--- src/source/int_pipe_pkg.sv ---
package int_pipe_pkg;

    typedef logic [63:0] xlen_t;     // one register or data value
    typedef logic [4:0]  reg_addr_t; // register number x0 to x31
    typedef logic [2:0]  alu_op_t;

    localparam alu_op_t ALU_ADD = 3'd0;
    localparam alu_op_t ALU_SUB = 3'd1;
    localparam alu_op_t ALU_AND = 3'd2;
    localparam alu_op_t ALU_OR  = 3'd3;
    localparam alu_op_t ALU_XOR = 3'd4;
    localparam alu_op_t ALU_SLL = 3'd5; // shift amount is b[5:0]
    localparam alu_op_t ALU_SRL = 3'd6; // logical, shift amount is b[5:0]
    localparam alu_op_t ALU_SLT = 3'd7; // signed compare, result is 1 or 0

    // operation as it arrives on the issue port
    typedef struct packed {
        alu_op_t   alu_op;
        reg_addr_t rd;
        reg_addr_t rs1;
        reg_addr_t rs2;
        logic      use_imm; // operand b comes from imm, rs2 is ignored
        xlen_t     imm;     // already sign-extended
    } issue_t;

    typedef struct packed {
        logic      valid;
        alu_op_t   alu_op;
        reg_addr_t rd;
        xlen_t     op_a;
        xlen_t     op_b;
    } ex_pkt_t;

    typedef struct packed {
        logic      valid;
        reg_addr_t rd;
        xlen_t     data;
    } wb_pkt_t;

    typedef struct packed {
        reg_addr_t rd;
        xlen_t     data;
    } result_t;

endpackage

--- src/source/operand_forward.sv ---
`timescale 1ns/1ps

module operand_forward
    import int_pipe_pkg::*;
(
    input  logic      clk,
    input  logic      rst_n,
    input  logic      stall,
    input  logic      issue_valid,
    input  issue_t    issue,
    input  xlen_t     rdata1,
    input  xlen_t     rdata2,
    input  xlen_t     ex_alu_res, // result of the operation one ahead
    input  wb_pkt_t   mem_pkt,    // operation two ahead
    output reg_addr_t raddr1,
    output reg_addr_t raddr2,
    output ex_pkt_t   ex_pkt
);

    xlen_t fwd_a;
    xlen_t fwd_b;
    xlen_t op_b;

    // newest value of one source register, nearest producer first
    function automatic xlen_t pick_operand(
        input reg_addr_t src,
        input xlen_t     rf_data,
        input ex_pkt_t   ex,
        input xlen_t     ex_res,
        input wb_pkt_t   mem
    );
        xlen_t val;
        if (ex.valid && ex.rd != '0 && ex.rd == src) begin
            val = ex_res;
        end else if (mem.valid && mem.rd != '0 && mem.rd == src) begin
            val = mem.data;
        end else if (src != '0) begin
            val = rf_data; // includes the write-through path for distance three
        end else begin
            val = '0;
        end
        return val;
    endfunction

    assign raddr1 = issue.rs1;
    assign raddr2 = issue.rs2;

    always_comb begin
        fwd_a = pick_operand(issue.rs1, rdata1, ex_pkt, ex_alu_res, mem_pkt);
        fwd_b = pick_operand(issue.rs2, rdata2, ex_pkt, ex_alu_res, mem_pkt);
        op_b  = issue.use_imm ? issue.imm : fwd_b;
    end

    // issue_ready is the inverse of stall, so any valid issue here is accepted
    always_ff @(posedge clk or negedge rst_n) begin
        if (!rst_n) begin
            ex_pkt <= '0;
        end else if (!stall) begin
            ex_pkt.valid  <= issue_valid;
            ex_pkt.alu_op <= issue.alu_op;
            ex_pkt.rd     <= issue.rd;
            ex_pkt.op_a   <= fwd_a;
            ex_pkt.op_b   <= op_b;
        end
    end

endmodule

--- config.mk ---
export PLATFORM = sky130hd
export DESIGN_NAME = operand_forward
export DESIGN_NICKNAME = d
export VERILOG_FILES = /design/src/source/int_pipe_pkg.sv /design/src/source/operand_forward.sv
export SDC_FILE = /design/constraint.sdc
export NUM_CORES = 1
export LEC_CHECK = 0
export BUFFER_PORTS_ARGS = -buffer_cell sky130_fd_sc_hd__buf_2
export CORE_AREA = 2 2 191 193
export CTS_CLUSTER_DIAMETER = 200
export CTS_CLUSTER_SIZE = 28
export DETAILED_ROUTE_END_ITERATION = 8
export DIE_AREA = 0 0 193 195
export PLACE_DENSITY = 0.52
export REMOVE_ABC_BUFFERS = 1
export SYNTH_ARGS = -nofsm -noshare
export SYNTH_HDL_FRONTEND = slang
export SYNTH_SLANG_ARGS = --single-unit
export TNS_END_PERCENT = 50
--- constraint.sdc ---
create_clock -name clk -period 1.86 [get_ports clk]
set_input_delay 0.372 -clock clk [delete_from_list [all_inputs] [get_ports clk]]
set_output_delay 0.372 -clock clk [all_outputs]
set_load 0.05 [all_outputs]
==> results of run 1 <==
[worst max path at each step]
| stage | startpoint | to | slack, ns | cells after the start |
|---|---|---|---|---|
| after global placement | mem_pkt[66] | ex_pkt[64]$_DFFE_PN0N_ | -0.71 | 7 |
| after CTS | ex_pkt[132]$_DFFE_PN0N_ | ex_pkt[22]$_DFFE_PN0N_ | -0.30 | 9 |
| final | ex_pkt[132]$_DFFE_PN0N_ | ex_pkt[59]$_DFFE_PN0N_ | -0.28 | 7 |
| after floorplan | mem_pkt[66] | ex_pkt[62]$_DFFE_PN0N_ | -8.79 | 5 |
| after global routing | ex_pkt[131]$_DFFE_PN0N_ | ex_pkt[2]$_DFFE_PN0N_ | -0.37 | 8 |
| after detailed placement | mem_pkt[66] | ex_pkt[127]$_DFFE_PN0N_ | -0.73 | 7 |
[critical path, stage by stage (launching register included)]
cell and delay [ns]:
dfrtp_1 0.38, or4_4 0.54, o21ai_4 0.19, nor3_4 0.06
buf_4 0.13, nor3b_4 0.16, buf_12 0.19, a221oi_4 0.33
[cells in the mapped netlist, drive strengths merged]
library cell  count  area [um2]
dfrtp           137        3430
a221oi          128        1500
mux2i           128        1280
nand2            69         259
nor2             67         254
inv              64         240
nand2b           64         400
nor2b            64         400
o31ai            64         480
buf              49         330
clkbuf           43         161
xnor2            17         149
mux2              9         101
nor3              4        36.3
or4               4        30.0
xor2              3        26.3
nand4             2        12.5
nor4              2        18.8
nand3             1        5.00
nor3b             1        7.51
o21ai             1        8.76
o31a              1        8.76
[cell type report]
type	count	area (um2)
Clock buffer	18	429
Multi-Input combinational cell	629	5700
Clock inverter	14	124
Fill cell	3517	21000
Inverter	64	240
Sequential cell	137	3430
Antenna cell	5	12.5
Tap cell	461	577
Timing Repair Buffer	602	3940
[cell usage in the layout, fill, tap and decap left out, drive strengths merged, types with 64 or more instances in the layout]
master	n
buf	595
dfrtp	137
o31ai	64
a221oi	128
nand2	69
nor2	67
nor2b	64
inv	67
mux2i	128
nand2b	64
[metal layers]
metal | track usage | wire length [um] | vias up
li1 | - | - | 4416
met1 | 0.265 | 17800 | 4728
met2 | 0.353 | 20600 | 442
met3 | 0.0496 | 3010 | 75
met4 | 0.0850 | 1250 | 2
met5 | 0 | 13 | -
[metrics by stage]
step	setup TNS (ns)	hold WS, ns	instance area (um2)	total power (uW)
after detailed placement	-66.40	0.388	12700	7310
after CTS	-28.56	0.126	13900	10900
after global routing	-37.03	0.134	14400	11400
after global placement	-64.92	0.390	12700	7300
after floorplan	-700.66	0.0764	8640	5780
final	-25.00	0.157	14400	10900
[power by group through the flow]
stage	sequential, uW	combinational [uW]	clock (uW)
4_1_cts	3560	3890	3450
3_3_place_gp	3600	3690	0
3_5_place_dp	3600	3710	0
2_1_floorplan	4860	918	0
6_report	3560	4000	3360
5_1_grt	3600	4210	3550
[cells by family after synthesis]
family	synth area share
simple gates	0.156
buf+inv	0.0801
mux	0.151
compound gates	0.218
xor+xnor	0.0192
flops	0.375
[repair_timing]
item	4_1_cts	5_1_grt
pin swaps	19	28
gates resized for setup	59	70
endpoints found under the hold margin	38	0
setup buffers	8	3
hold buffers	1	0
setup endpoints to repair	128	128
gates cloned	5	7
==> results.py, run 1 <==
metrics = {
    "detailed_routing": {
        "drt-total-wl_um": 42600,
        "final_antenna_net_count": 0,
        "drt-initial-drc-count": 435,
        "num_vias": 9663,
        "drc": 0,
        "drt_first_pass_iters": 4,
        "routedWlPerCell_um": 22.1,
        "viasPerCell": 5.01,
    },
    "setup_path": {
        "cp-end-kind": "flip-flop",
        "r2r_end": "ex_pkt[59]$_DFFE_PN0N_",
        "crit_type": "flip-flop to flip-flop",
        "critPathMaxFanout": 32,
        "cp-start-kind": "flip-flop",
        "arrival_ns": 2.48,
        "r2r-start": "ex_pkt[132]$_DFFE_PN0N_",
        "reg2reg_slack_ns": -0.28,
        "required_ns": 2.20,
        "r2r_cells": 7,
    },
    "min_path": {
        "min-delay-start": "issue[81]",
        "hold_end": "ex_pkt[134]$_DFFE_PN0N_",
        "min-delay-path-class": "primary input to flip-flop",
        "worstHoldPathCells": 2,
    },
    "power_and_ir_drop": {
        "p_leak_uw": 0.00678,
        "p_sw_uw": 4360,
        "seqPwrFrac": 0.326,
        "ir_drop_uv": 634,
        "switching_share": 0.400,
        "p_clk_frac": 0.308,
        "power.share.combinational": 0.366,
        "power.density_mw_per_mm2": 756,
        "power.internal_uw": 6550,
    },
    "status": {
        "violations": "setup timing",
        "status": "complete, but fails checks",
    },
    "logic_synthesis": {
        "synth.avg_cell_area_um2": 9.91,
        "synth-seq-cells": 137,
        "ys_types": 30,
        "yosysWarningCount": 0,
        "postSynthCellCount": 922,
        "yosysSeqAreaShare": 0.375,
        "syn_area_mm2": 0.00914,
    },
    "global_route": {
        "grt_antenna_before_repair": 7,
        "grt_max_degree": 49,
        "gr-total-overflow": 0,
        "groute.usage.overall": 0.213,
        "grt_pass1_vias": 10272,
        "grt_first_pass_wirelength_um": 60600,
    },
    "final_layout": {
        "drive_gt1_frac": 0.546,
        "reg_top3": "ex_pkt: 137 flops",
        "fin_cells": 1930,
        "largest_register_ffs": 137,
        "finalCoreUtilization": 0.408,
        "top_register": "ex_pkt",
        "fin_nets": 1800,
        "area_delta_synth_final_pct": 58.1,
    },
    "floorplanning": {
        "rows": 69,
        "dieHeight_um": 195,
        "initial_utilization": 0.258,
        "die_x_um": 193,
        "core_area_mm2": 0.0354,
        "num_io_pins": 496,
        "dieArea_mm2": 0.0376,
    },
    "placement": {
        "port_buffers": 495,
        "hpwlAfterDp_um": 29700,
        "dpl.cell_count": 1870,
        "place_ws_ns": -0.729,
        "place.gp.congestion": 0.851,
    },
    "flow_run": {
        "drv_cap": 0,
    },
    "sta": {
        "fmax_mhz": 467,
        "timing.final.crit_period_ns": 2.14,
        "max-slew-margin-rel": 0.603,
        "skew_ns": 0.00655,
        "finalHoldViolations": 0,
        "worst_slew_pin_slew_ns": 0.591,
        "timing.final.crit_share": 1.15,
        "slew_violations": 0,
        "rsz0062_at_grt": "yes",
        "finalSetupViolCount": 128,
        "setup_slack_ns": -0.283,
    },
    "cts": {
        "cts_tree": "done",
        "ctsHtreeMaxLevel": 4,
        "clkLatencyLatePin_ns": 0.44,
        "clock_sinks": 137,
        "root_buffer": "clkbuf_16",
        "cts_buffer_depth": 2,
        "path_clk_slew_ns": 0.07,
        "numCtsBuffers": 17,
    },
}
(Power assumes the default switching activity.)
==> inputs of run 2 (changes only) <==
- PLACE_DENSITY: 0.52 -> 0.5
- clock period: 1.86 -> 2.24 ns (I/O delays scaled with it)
==> run 2 against run 1 <==
The flow now finishes without violations. First-iteration DRC count increased by 7.4%. Sequential share of layout area increased by 2.5 points. Clock power shrank 16%. Count of clock-buffer cells in the layout up 2. Sequential cell count unchanged. Via count down 2.8%. Die area unchanged. Global-route usage down 0.53 points. Critical path type unchanged. Largest power group unchanged.
==> results.py, run 2 (same netlist as run 1, synthesis figures left out) <==
metrics = {
    "status": {
        "status": "finished, final reports clean",
    },
    "detailed_routing": {
        "viasPerCell": 4.97,
        "drt_first_pass_iters": 5,
        "num_vias": 9394,
        "drc": 0,
        "routedWlPerCell_um": 21.1,
        "drt-initial-drc-count": 467,
        "final_antenna_net_count": 0,
        "drt-total-wl_um": 39900,
    },
    "final_layout": {
        "area_delta_synth_final_pct": 43.1,
        "final_cell_mix": "buf_2, dfrtp_1, mux2i_1, nand2_1, a221oi_1",
        "reg_top3": "ex_pkt: 137 flops",
        "largest_register_ffs": 137,
        "top_register": "ex_pkt",
        "mostFrequentLayoutCell": "buf_2",
        "fillers": 3768,
        "drive_gt1_frac": 0.471,
        "fin_nets": 1757,
        "final_cell_area_mm2": 0.0131,
    },
    "sta": {
        "timing.final.crit_share": 0.952,
        "skew_ns": 0.00997,
        "slew_violations": 0,
        "finalHoldViolations": 0,
        "worst_slew_pin_slew_ns": 0.533,
        "max-slew-margin-rel": 0.645,
        "rsz0062_at_grt": "no",
        "fmax_mhz": 469,
        "setup_slack_ns": 0.107,
        "finalSetupViolCount": 0,
        "timing.final.crit_period_ns": 2.13,
    },
    "floorplanning": {
        "core_area_mm2": 0.0354,
        "initial_utilization": 0.258,
        "dieArea_mm2": 0.0376,
        "die_x_um": 193,
        "dieHeight_um": 195,
        "num_io_pins": 496,
        "rows": 69,
    },
    "cts": {
        "root_buffer": "clkbuf_16",
        "path_clk_slew_ns": 0.07,
        "ctsHtreeMaxLevel": 4,
        "clkLatencyLatePin_ns": 0.44,
        "clock_sinks": 137,
        "cts_buffer_depth": 2,
        "numCtsBuffers": 17,
        "cts_tree": "done",
    },
    "setup_path": {
        "cp-end-kind": "flip-flop",
        "required_ns": 2.58,
        "cp-start-kind": "flip-flop",
        "crit_type": "flip-flop to flip-flop",
        "arrival_ns": 2.47,
        "critPathMaxFanout": 14,
    },
    "global_route": {
        "grt_max_degree": 92,
        "grt_pass1_vias": 9720,
        "groute.usage.overall": 0.207,
        "gr-total-overflow": 0,
        "grt_antenna_before_repair": 13,
        "grt_first_pass_wirelength_um": 59000,
    },
    "placement": {
        "place.gp.congestion": 0.868,
        "port_buffers": 495,
        "place_ws_ns": -0.165,
        "hpwlAfterDp_um": 29800,
        "place_area_mm2": 0.0125,
    },
    "flow_run": {
        "drv_cap": 0,
    },
    "power_and_ir_drop": {
        "power.density_mw_per_mm2": 671,
        "p_leak_uw": 0.00630,
        "ir_drop_uv": 529,
    },
    "min_path": {
        "min-delay-path-class": "primary input to flip-flop",
    },
}
run 2: cell count changes in the layout (fill, tap and decap cells not counted), sizes merged:
cell / change
buf: -39
clkbuf: -2
clkinv: +1
clkinvlp: -1
diode: +2
inv: -2
run 2: area by class of cell:
type | instances | area (um2) | area share
Multi-Input combinational cell | 629 | 5020 | 0.384
Sequential cell | 137 | 3430 | 0.262
Timing Repair Buffer | 559 | 3230 | 0.247
Tap cell | 461 | 577 | 0.0441
Clock buffer | 20 | 457 | 0.0349
Inverter | 64 | 240 | 0.0184
Clock inverter | 12 | 100 | 0.00766
Antenna cell | 7 | 17.5 | 0.00134
run 2: power by group:
group          switching [uW]  total, uW  internal (uW)
Combinational            2040       3010            971
Clock                    1230       2810           1580
Sequential                182       2950           2770
run 2: what timing repair did:
item / CTS / global route
hold buffers: 1 / 0
endpoints found under the hold margin: 33 / 0
pin swaps: 0 / 1
gates resized for setup: 1 / 3
buffers inserted: 0 / 1
endpoints found under the setup margin: 29 / 63
run 2: critical path, stage by stage, from the launching register on:
cell,delay [ns]
dfrtp_1,0.37
or4_1,0.55
o21ai_2,0.21
nor3_2,0.09
nor3b_2,0.17
buf_4,0.17
buf_12,0.16
a221oi_2,0.30
run 2: path summary, 6_finish.rpt:
check | startpoint | end | slack [ns] | depth (start not counted)
worst min-delay path | issue[82] | ex_pkt[135]$_DFFE_PN0N_ | 0.24 | 2
worst max register to register | ex_pkt[129]$_DFFE_PN0N_ | ex_pkt[54]$_DFFE_PN0N_ | 0.11 | 7
worst max-delay path | ex_pkt[129]$_DFFE_PN0N_ | ex_pkt[54]$_DFFE_PN0N_ | 0.11 | 7
max in group asynchronous | rst_n | ex_pkt[132]$_DFFE_PN0N_ | 1.07 | 3
worst min register to register | ex_pkt[87]$_DFFE_PN0N_ | ex_pkt[87]$_DFFE_PN0N_ | 0.48 | 2
min in group asynchronous | rst_n | ex_pkt[93]$_DFFE_PN0N_ | 0.49 | 2
run 2: per-stage QoR:
step           instances  TNS (ns)  power [uW]  utilization  hold slack [ns]
6_report            1889         0        8770        0.369            0.237
3_5_place_dp        1848     -8.67        6030        0.352            0.389
2_1_floorplan        830   -656.88        4800            -            0.152
3_3_place_gp        1848     -7.39        6010        0.352            0.388
5_1_grt             1889         0        9190        0.369            0.214
4_1_cts             1881         0        8900        0.368            0.201
run 2: per-layer routing:
metal | up-vias | wire, um | track usage
met4 | 10 | 902 | 0.0794
met5 | - | 69 | 0
met3 | 54 | 3360 | 0.0598
met2 | 427 | 19600 | 0.346
met1 | 4585 | 16000 | 0.250
li1 | 4318 | - | -
