$ cat config.mk
export PLATFORM = sky130hd
export DESIGN_NAME = mem_wb_stage
export DESIGN_NICKNAME = d
export VERILOG_FILES = /design/src/source/int_pipe_pkg.sv /design/src/source/mem_wb_stage.sv
export SDC_FILE = /design/constraint.sdc
export NUM_CORES = 1
export LEC_CHECK = 0
export BUFFER_PORTS_ARGS = -buffer_cell sky130_fd_sc_hd__buf_2
export CORE_AREA = 2 2 159 161
export CTS_BUF_LIST = sky130_fd_sc_hd__clkbuf_2
export CTS_CLUSTER_SIZE = 30
export DETAILED_ROUTE_END_ITERATION = 6
export DIE_AREA = 0 0 161 163
export PLACE_DENSITY = 0.61
export RECOVER_POWER = 25
export SETUP_SLACK_MARGIN = 0.05
export SYNTH_ARGS = -nofsm -noshare
export SYNTH_HDL_FRONTEND = slang
export SYNTH_SLANG_ARGS = --single-unit
$ cat constraint.sdc
create_clock -name clk -period 1.45 [get_ports clk]
set_clock_uncertainty 0.05 [all_clocks]
set_input_delay 0.0725 -clock clk [delete_from_list [all_inputs] [get_ports clk]]
set_output_delay 0.0725 -clock clk [all_outputs]
set_load 0.01 [all_outputs]
$ cat src/source/int_pipe_pkg.sv
package int_pipe_pkg;

    typedef logic [63:0] xlen_t;     // one register or data value
    typedef logic [4:0]  reg_addr_t; // register number x0 to x31
    typedef logic [2:0]  alu_op_t;

    localparam alu_op_t ALU_ADD = 3'd0;
    localparam alu_op_t ALU_SUB = 3'd1;
    localparam alu_op_t ALU_AND = 3'd2;
    localparam alu_op_t ALU_OR  = 3'd3;
    localparam alu_op_t ALU_XOR = 3'd4;
    localparam alu_op_t ALU_SLL = 3'd5; // shift amount is b[5:0]
    localparam alu_op_t ALU_SRL = 3'd6; // logical, shift amount is b[5:0]
    localparam alu_op_t ALU_SLT = 3'd7; // signed compare, result is 1 or 0

    // operation as it arrives on the issue port
    typedef struct packed {
        alu_op_t   alu_op;
        reg_addr_t rd;
        reg_addr_t rs1;
        reg_addr_t rs2;
        logic      use_imm; // operand b comes from imm, rs2 is ignored
        xlen_t     imm;     // already sign-extended
    } issue_t;

    typedef struct packed {
        logic      valid;
        alu_op_t   alu_op;
        reg_addr_t rd;
        xlen_t     op_a;
        xlen_t     op_b;
    } ex_pkt_t;

    typedef struct packed {
        logic      valid;
        reg_addr_t rd;
        xlen_t     data;
    } wb_pkt_t;

    typedef struct packed {
        reg_addr_t rd;
        xlen_t     data;
    } result_t;

endpackage

$ cat src/source/mem_wb_stage.sv
`timescale 1ns/1ps

module mem_wb_stage
    import int_pipe_pkg::*;
(
    input  logic      clk,
    input  logic      rst_n,
    input  ex_pkt_t   ex_pkt,
    input  xlen_t     alu_res,
    input  logic      result_ready,
    output logic      stall,
    output wb_pkt_t   mem_pkt,
    output logic      we,
    output reg_addr_t waddr,
    output xlen_t     wdata,
    output logic      result_valid,
    output result_t   result
);

    wb_pkt_t wb_pkt;
    logic    result_xfer;

    // a result that is waiting freezes every stage behind it
    assign stall       = wb_pkt.valid && !result_ready;
    assign result_xfer = wb_pkt.valid && result_ready;

    // memory stage only carries the ALU result along
    always_ff @(posedge clk or negedge rst_n) begin
        if (!rst_n) begin
            mem_pkt <= '0;
        end else if (!stall) begin
            mem_pkt.valid <= ex_pkt.valid;
            mem_pkt.rd    <= ex_pkt.rd;
            mem_pkt.data  <= alu_res;
        end
    end

    always_ff @(posedge clk or negedge rst_n) begin
        if (!rst_n) begin
            wb_pkt <= '0;
        end else if (!stall) begin
            wb_pkt <= mem_pkt;
        end
    end

    // register file is updated in the same cycle the result leaves
    assign we    = result_xfer && wb_pkt.rd != '0;
    assign waddr = wb_pkt.rd;
    assign wdata = wb_pkt.data;

    // x0 writes still report their data
    assign result_valid = wb_pkt.valid;
    assign result.rd    = wb_pkt.rd;
    assign result.data  = wb_pkt.data;

endmodule

==> results.cfg, run 1 <==
[timing]
tightest_slew_ps = 663.8
fmax_mhz = 492.9
min_period_ps = 2029
min_period_over_period_pct = 139.9
finalSetupViolCount = 142
fin_setup_tns_ps = -12600
slew_headroom_pct = 55.75
rsz0062_at_grt = true
finalHoldViolations = 0
slew_viol_final = 0
setup_slack_ps = -579.0

[detailed_routing]
num_vias = 4908
wl_per_cell_um = 16.13
dr.pass1.iters = 4
drt_wl_total_mm = 19.82
viasPerCell = 3.993
postRouteAntennaNets = 0
drc = 0
drtIter0Drc = 201

[die]
rows = 58
die_w_um = 161
dieArea_um2 = 26240
fp.dieH_um = 163
core_um2 = 24670
ioPinCount = 415
start_util_pct = 24.86

[job]
maxCapViolations = 0

[logic_synthesis]
ys_seq_area_share_pct = 57.12
synth_cells = 368
synth_cell_types = 12
netlist_area_um2 = 6133
ys.warnings.count = 0
syn_area_per_cell_um2 = 16.67
synth_nets = 572
ys_ff_latch = 140

[clock_tree]
cts.sinks = 140
cts_buffers = 17
cts.path.max_buffers = 2
cts_tree = yes
clk_latency_ps = 690
cts_root_buffer = clkbuf_2
htree_levels = 4
clk_pin_slew_worst_paths_ps = 200

[grt]
grt_pass1_wl_mm = 27.79
overflow = 0
antenna_found_initial = 1
grt_start_max_net_pins = 44
first_global_vias = 4977
global_route.usage.total_pct = 13.88

[power_and_ir_drop]
total_power_mw = 12.36
leakagePower_nw = 5.591
power_density_nw_per_um2 = 1118
peakVddDrop_mv = 0.5468

[layout]
nets = 1090
fill_cells = 2145
area_growth_pct = 80.17
final_common_cell = buf_2
drive_gt1_share_pct = 68.71
utilization_pct = 44.79
final_cell_mix = 242 x buf_2, 139 x mux2_4, 138 x dfrtp_1, 136 x dlygate4sd3_1, 118 x buf_4

[outcome]
violations = negative setup slack
status = finished with violations

[worst_setup_path]
path_max_fanout = 2
required_ps = 1330
critical_path.endpoint_type = primary output
worst_setup_path_start_kind = register
arrival_ps = 1910
critical_path_class = reg2out

[placed_design]
gp_congestion = 0.6839
dp_hpwl_mm = 10.15
numPortBuffers = 283

[min_path]
min_path_type = in2reg
-- path summary, 6_finish.rpt --
path                                to    startpoint  slack (ps)  depth (start not counted)
hold reg to reg               wdata[4]      wdata[4]         510                          1
setup / recovery                    we      waddr[1]        -580                          3
hold / removal              mem_pkt[7]    alu_res[7]         130                          3
min in group asynchronous  mem_pkt[59]         rst_n         840                          4
max in group asynchronous  mem_pkt[38]         rst_n         -10                          4
setup reg to reg             wdata[44]  result_valid        -190                          6
-- layer usage --
metal | vias up | track usage (%) | share of wire [%] | wire, um
li1 | 2234 | - | - | -
met1 | 2468 | 17.66 | 43 | 8489
met2 | 194 | 23.16 | 51 | 10090
met3 | 12 | 3.591 | 5.1 | 1003
met4 | 0 | 4.383 | 1.2 | 237
met5 | - | 0 | 0 | 0
-- cell usage after synthesis (all sizes together) --
master	instances	area share, %
nor2b	1	0.10
dfrtp	140	57
or2	1	0.10
mux2	139	31
buf	85	12
o311a	1	0.16
or3	1	0.10
-- through the flow --
stage	instances	hold slack (ps)	setup slack (ps)	cell area [um2]
floorplan	368	-273.1	31.67	6190
global placement	915	-37.99	-17.50	7551
CTS	1176	0.4525	-712.7	10590
global route	1229	3.329	-773.4	11050
detailed placement	915	-36.40	-36.22	7551
finish	1229	126.5	-579.0	11050
-- sequential cells by signal, summed over array words and instances, names as in the netlist --
register      flops
mem_pkt          70
wdata            64
waddr             5
result_valid      1
-- worst max-delay path, stage by stage (launching register included) --
cell     delay, ps
dfrtp_1        420
or3_4          380
o311a_1        310
buf_6          130
-- final cells by class --
type / count / area, um2 / share of cell area, %
diodes: 1 / 2.502 / 0.02264
clock buffers: 18 / 90.09 / 0.8152
clock inverters: 13 / 125.1 / 1.132
multi-input cells: 143 / 2131 / 19.28
flip-flops and latches: 140 / 3506 / 31.73
well taps: 330 / 412.9 / 3.736
repair buffers: 584 / 4783 / 43.29
-- power by group --
group	leakage [nW]	total, mW	switching [mW]	internal [mW]
Combinational	3.83	5.05	1.92	3.13
Sequential	1.63	5.06	0.528	4.53
Clock	0.137	2.25	1.48	0.771
-- cell families (layout without fill, tap and decap cells) --
group	after synthesis	count (layout)	share of synthesized area (%)
buf+inv	85	615	11.51
simple gates	3	3	0.3062
other cells	0	1	0
compound gates	1	1	0.1632
flops	140	140	57.12
mux	139	139	30.91
-- what timing repair did --
item,4_1_cts,5_1_grt
hold buffers,127,10
gates cloned,14,1
endpoints found under the setup margin,343,339
setup buffers,89,51
endpoints found under the hold margin,219,10
resized for setup,110,42
No activity file was read; power rests on OpenSTA's default activity.
==> run 2, diff against run 1 <==
RECOVER_POWER = not set   (was 25)
==> results.cfg, run 2 (synthesized netlist as in run 1, its figures left out) <==
[clock_tree]
cts_tree = yes
cts_root_buffer = clkbuf_2
cts_buffers = 17
cts.path.max_buffers = 2
htree_levels = 4
cts.sinks = 140
clk_latency_ps = 690
clk_pin_slew_worst_paths_ps = 200

[worst_setup_path]
crit_buf_inv = 1
arrival_ps = 1900
r2r_setup_slack_ps = -190
required_ps = 1330
critical_path.slowest_cell = dfrtp_1
critPathTopFamily = flip-flops
worst_setup_path_start_kind = register
cpPeakStageDelay_ps = 420
path_cells = or3_4, o311a_1, buf_6
path_max_fanout = 2
critical_path_class = reg2out
critical_path.endpoint_type = primary output

[die]
start_util_pct = 24.86
fp.dieH_um = 163
ioPinCount = 415
rows = 58
dieArea_um2 = 26240
core_um2 = 24670
die_w_um = 161

[detailed_routing]
drc = 0
viasPerCell = 3.993
drt_wl_total_mm = 19.82
postRouteAntennaNets = 0
wl_per_cell_um = 16.12
drtIter0Drc = 183
num_vias = 4908
dr.pass1.iters = 4

[grt]
first_global_vias = 4977
use_met3_pct = 3.591
grt_use_met1_pct = 17.66
grtUsageMet2_pct = 23.16
grt_pass1_wl_mm = 27.79
top_usage_layer = met2
antenna_found_initial = 1
grt_start_max_net_pins = 44
global_route.usage.total_pct = 13.88
overflow = 0

[layout]
final_common_cell = buf_2
largest_register_ffs = 70
final_cell_mix = 242 x buf_2, 139 x mux2_4, 138 x dfrtp_1, 136 x dlygate4sd3_1, 121 x buf_4
nets = 1090
top_register = mem_pkt
fin_area_um2 = 11080
drive_gt1_share_pct = 69.04
area_growth_pct = 80.66

[outcome]
status = finished with violations
violations = negative setup slack

[timing]
tightest_slew_ps = 423.5
slew_headroom_pct = 71.77
fmax_mhz = 493.2
setup_slack_ps = -577.5
finalSetupViolCount = 137
finalHoldViolations = 0
slew_viol_final = 0
rsz0062_at_grt = true
min_period_ps = 2027
min_period_over_period_pct = 139.8

[placed_design]
gp_congestion = 0.6839
numPortBuffers = 283
dp_hpwl_mm = 10.15
place_ws_ps = -36.22
place_area_um2 = 7551

[min_path]
min_path_type = in2reg

[power_and_ir_drop]
leakagePower_nw = 5.609
power_density_nw_per_um2 = 1116
peakVddDrop_mv = 0.5468

[job]
maxCapViolations = 0
==> run 2: cell count changes in the layout (fill, tap and decap cells not counted) <==
cell and change:
buf_6 +1, clkbuf_2 -1, clkbuf_1 -3, buf_12 +1, clkbuf_4 -1, buf_4 +3
==> run 2: worst min-delay path, stage by stage <==
cell and delay (ps):
dlygate4sd3_1 520, buf_2 100, mux2_4 120
==> run 2: path summary, 6_finish.rpt <==
check	from	to	cells after the start
hold / removal	alu_res[7]	mem_pkt[7]	3
max in group asynchronous	rst_n	wdata[16]	4
hold reg to reg	wdata[4]	wdata[4]	1
setup reg to reg	result_valid	wdata[44]	6
min in group asynchronous	rst_n	result_valid	4
setup / recovery	waddr[1]	we	3
==> run 2: layout make-up <==
cell class | count | area, um2
Antenna cell | 1 | 2.502
Clock buffer | 18 | 90.09
Clock inverter | 13 | 125.1
Fill cell | 2142 | 13590
Multi-Input combinational cell | 143 | 2131
Sequential cell | 140 | 3506
Tap cell | 330 | 412.9
Timing Repair Buffer | 584 | 4813
==> run 2: metrics by stage <==
stage / setup TNS [ps] / hold WS [ps] / std cells / utilization [%] / total power, mW
after floorplan: 0 / -273.1 / 368 / - / 7.245
after global placement: -204.4 / -37.99 / 915 / 30.60 / 8.199
after detailed placement: -426.8 / -36.40 / 915 / 30.60 / 8.237
after CTS: -31040 / 0.4525 / 1176 / 42.92 / 12.04
after global routing: -43660 / 3.329 / 1229 / 44.91 / 13.05
final: -12930 / 128.0 / 1229 / 44.91 / 12.36
==> run 2: layer usage <==
| metal | share of wire, % | routed length [um] |
|---|---|---|
| met2 | 51 | 10080 |
| met5 | 0 | 0 |
| met3 | 4.9 | 975 |
| met4 | 1.2 | 234 |
| met1 | 43 | 8526 |
==> run 2: timing repair <==
item	in CTS	in global routing
setup endpoints to repair	343	339
resized for setup	110	42
hold endpoints to repair	219	10
buffers inserted	89	51
hold buffers	127	10
cloned	14	1
==> run 2: where the power goes <==
group	leakage, nW	internal (mW)	switching (mW)	total, mW
combinational	3.84	3.14	1.92	5.06
clock	0.137	0.771	1.48	2.25
sequential	1.63	4.53	0.527	5.06
==> run 3, diff against run 2 <==
CORE_AREA = 2 2 162 164   (was 2 2 159 161)
DIE_AREA = 0 0 164 166   (was 0 0 161 163)
PLACE_DENSITY = 0.59   (was 0.61)
RECOVER_POWER = 25   (was not set)
clock period = 2.4 ns   (was 1.45 ns; I/O delays follow)
==> results.cfg, run 3 (synthesized netlist as in run 1, its figures left out) <==
[detailed_routing]
drtIter0Drc = 133
postRouteAntennaNets = 0
drt_wl_total_mm = 15.33
viasPerCell = 3.898
dr.pass1.iters = 4
drc = 0
num_vias = 4186
wl_per_cell_um = 14.28

[power_and_ir_drop]
switching_share_pct = 32.96
p_clk_share_pct = 21.8
leakagePower_nw = 4.403
comb_power_share_pct = 31.3
p_sw_mw = 2.162
p_int_mw = 4.397
power_density_nw_per_um2 = 731.7
pwr-share-seq_pct = 46.8
peakVddDrop_mv = 0.3414

[layout]
diodes = 0
largest_register_ffs = 70
fill_cells = 2487
top_register = mem_pkt
final_cell_mix = 282 x buf_2, 140 x dfrtp_1, 127 x dlygate4sd3_1, 88 x mux2_4, 51 x mux2_2
final_common_cell = buf_2
drive_gt1_share_pct = 63.19
utilization_pct = 34.99
nets = 930
area_growth_pct = 46.14

[clock_tree]
cts_resized = 0
cts_root_buffer = clkbuf_2
cts.path.max_buffers = 2
htree_levels = 4
clk_latency_ps = 700
cts_buffers = 17
clk_pin_slew_worst_paths_ps = 220
cts_tree = yes
cts.sinks = 140

[die]
dieArea_um2 = 27220
rows = 59
fp.dieH_um = 166
start_util_pct = 23.94
core_um2 = 25620
ioPinCount = 415
die_w_um = 164

[worst_setup_path]
critical_path_class = reg2out
crit-reg2reg-capture = mem_pkt[43]
setup.worst_path.start = waddr[1]
worst_setup_path_start_kind = register
required_ps = 2230
r2r_start = result_valid
arrival_ps = 1940
r2r_setup_slack_ps = 310
path_max_fanout = 4
critical_path.endpoint_type = primary output
rr_worst_depth = 5

[timing]
slew_headroom_pct = 23.13
min_period_ps = 2107
fin_setup_tns_ps = 0
finalHoldViolations = 0
tightest_slew_ps = 1153
finalSetupViolCount = 0
min_period_over_period_pct = 87.81
fmax_mhz = 474.5
slew_viol_final = 0
rsz0062_at_grt = false

[grt]
grt_pass1_wl_mm = 23.69
grt_start_max_net_pins = 63
overflow = 0
global_route.usage.total_pct = 11.34
first_global_vias = 4267
antenna_found_initial = 0

[min_path]
hold_path_depth = 3
hp-start = alu_res[12]
holdPathEnd = mem_pkt[12]
min_path_type = in2reg

[outcome]
status = finished clean

[job]
maxCapViolations = 0

[placed_design]
numPortBuffers = 283
dp_hpwl_mm = 9.754
gp_congestion = 0.7365
## run 3: power groups by stage
stage          logic [mW]  clock network (mW)  registers, mW
5_1_grt              2.21                1.64           3.14
3_3_place_gp         1.79                   0           3.11
2_1_floorplan        1.13                   0           3.22
6_report             2.06                1.43           3.07
3_5_place_dp         1.80                   0           3.12
4_1_cts              2.06                1.52           3.08
## run 3: stage by stage
step / std cells / worst slack [ps] / hold WS [ps] / cell area [um2] / total power [mW]
floorplan: 368 / 944.8 / -225.6 / 6133 / 4.354
global placement: 910 / 611.6 / 44.59 / 7395 / 4.900
detailed placement: 910 / 605.4 / 44.26 / 7395 / 4.917
CTS: 1069 / 79.23 / 2.117 / 8941 / 6.655
global route: 1074 / 91.18 / 3.017 / 8964 / 6.988
finish: 1074 / 292.6 / 134.2 / 8964 / 6.559
## run 3: area by class of cell
type	count	area [um2]	area share, %
clock buffer	18	90.09	1.005
tap	335	419.2	4.676
clock inverter	14	145.1	1.619
timing repair buffer	424	2874	32.06
multi-input combinational	143	1932	21.55
sequential	140	3503	39.08
## run 3: critical path, stage by stage, from the launching register on
cell and delay (ps):
dfrtp_1 460, or3_1 380, o311a_1 280, buf_2 140
## run 3: what timing repair did
action,CTS,global route
hold buffers,126,2
setup endpoints to repair,1,1
cloned,1,0
endpoints found under the hold margin,268,2
buffers inserted,0,3
## run 3: routing by layer
layer / routed length [um] / global-route usage (%) / part of all wire, %
met1: 7130 / 14.91 / 46
met2: 7054 / 18.09 / 46
met3: 903 / 2.872 / 5.9
met4: 246 / 3.966 / 1.6
met5: 0 / 0 / 0
## run 3: worst max path at each step
stage,to,slack (ps)
floorplan,mem_pkt[58],940
global placement,wdata[23],610
detailed placement,wdata[18],610
CTS,stall,80
global route,we,90
finish,we,290
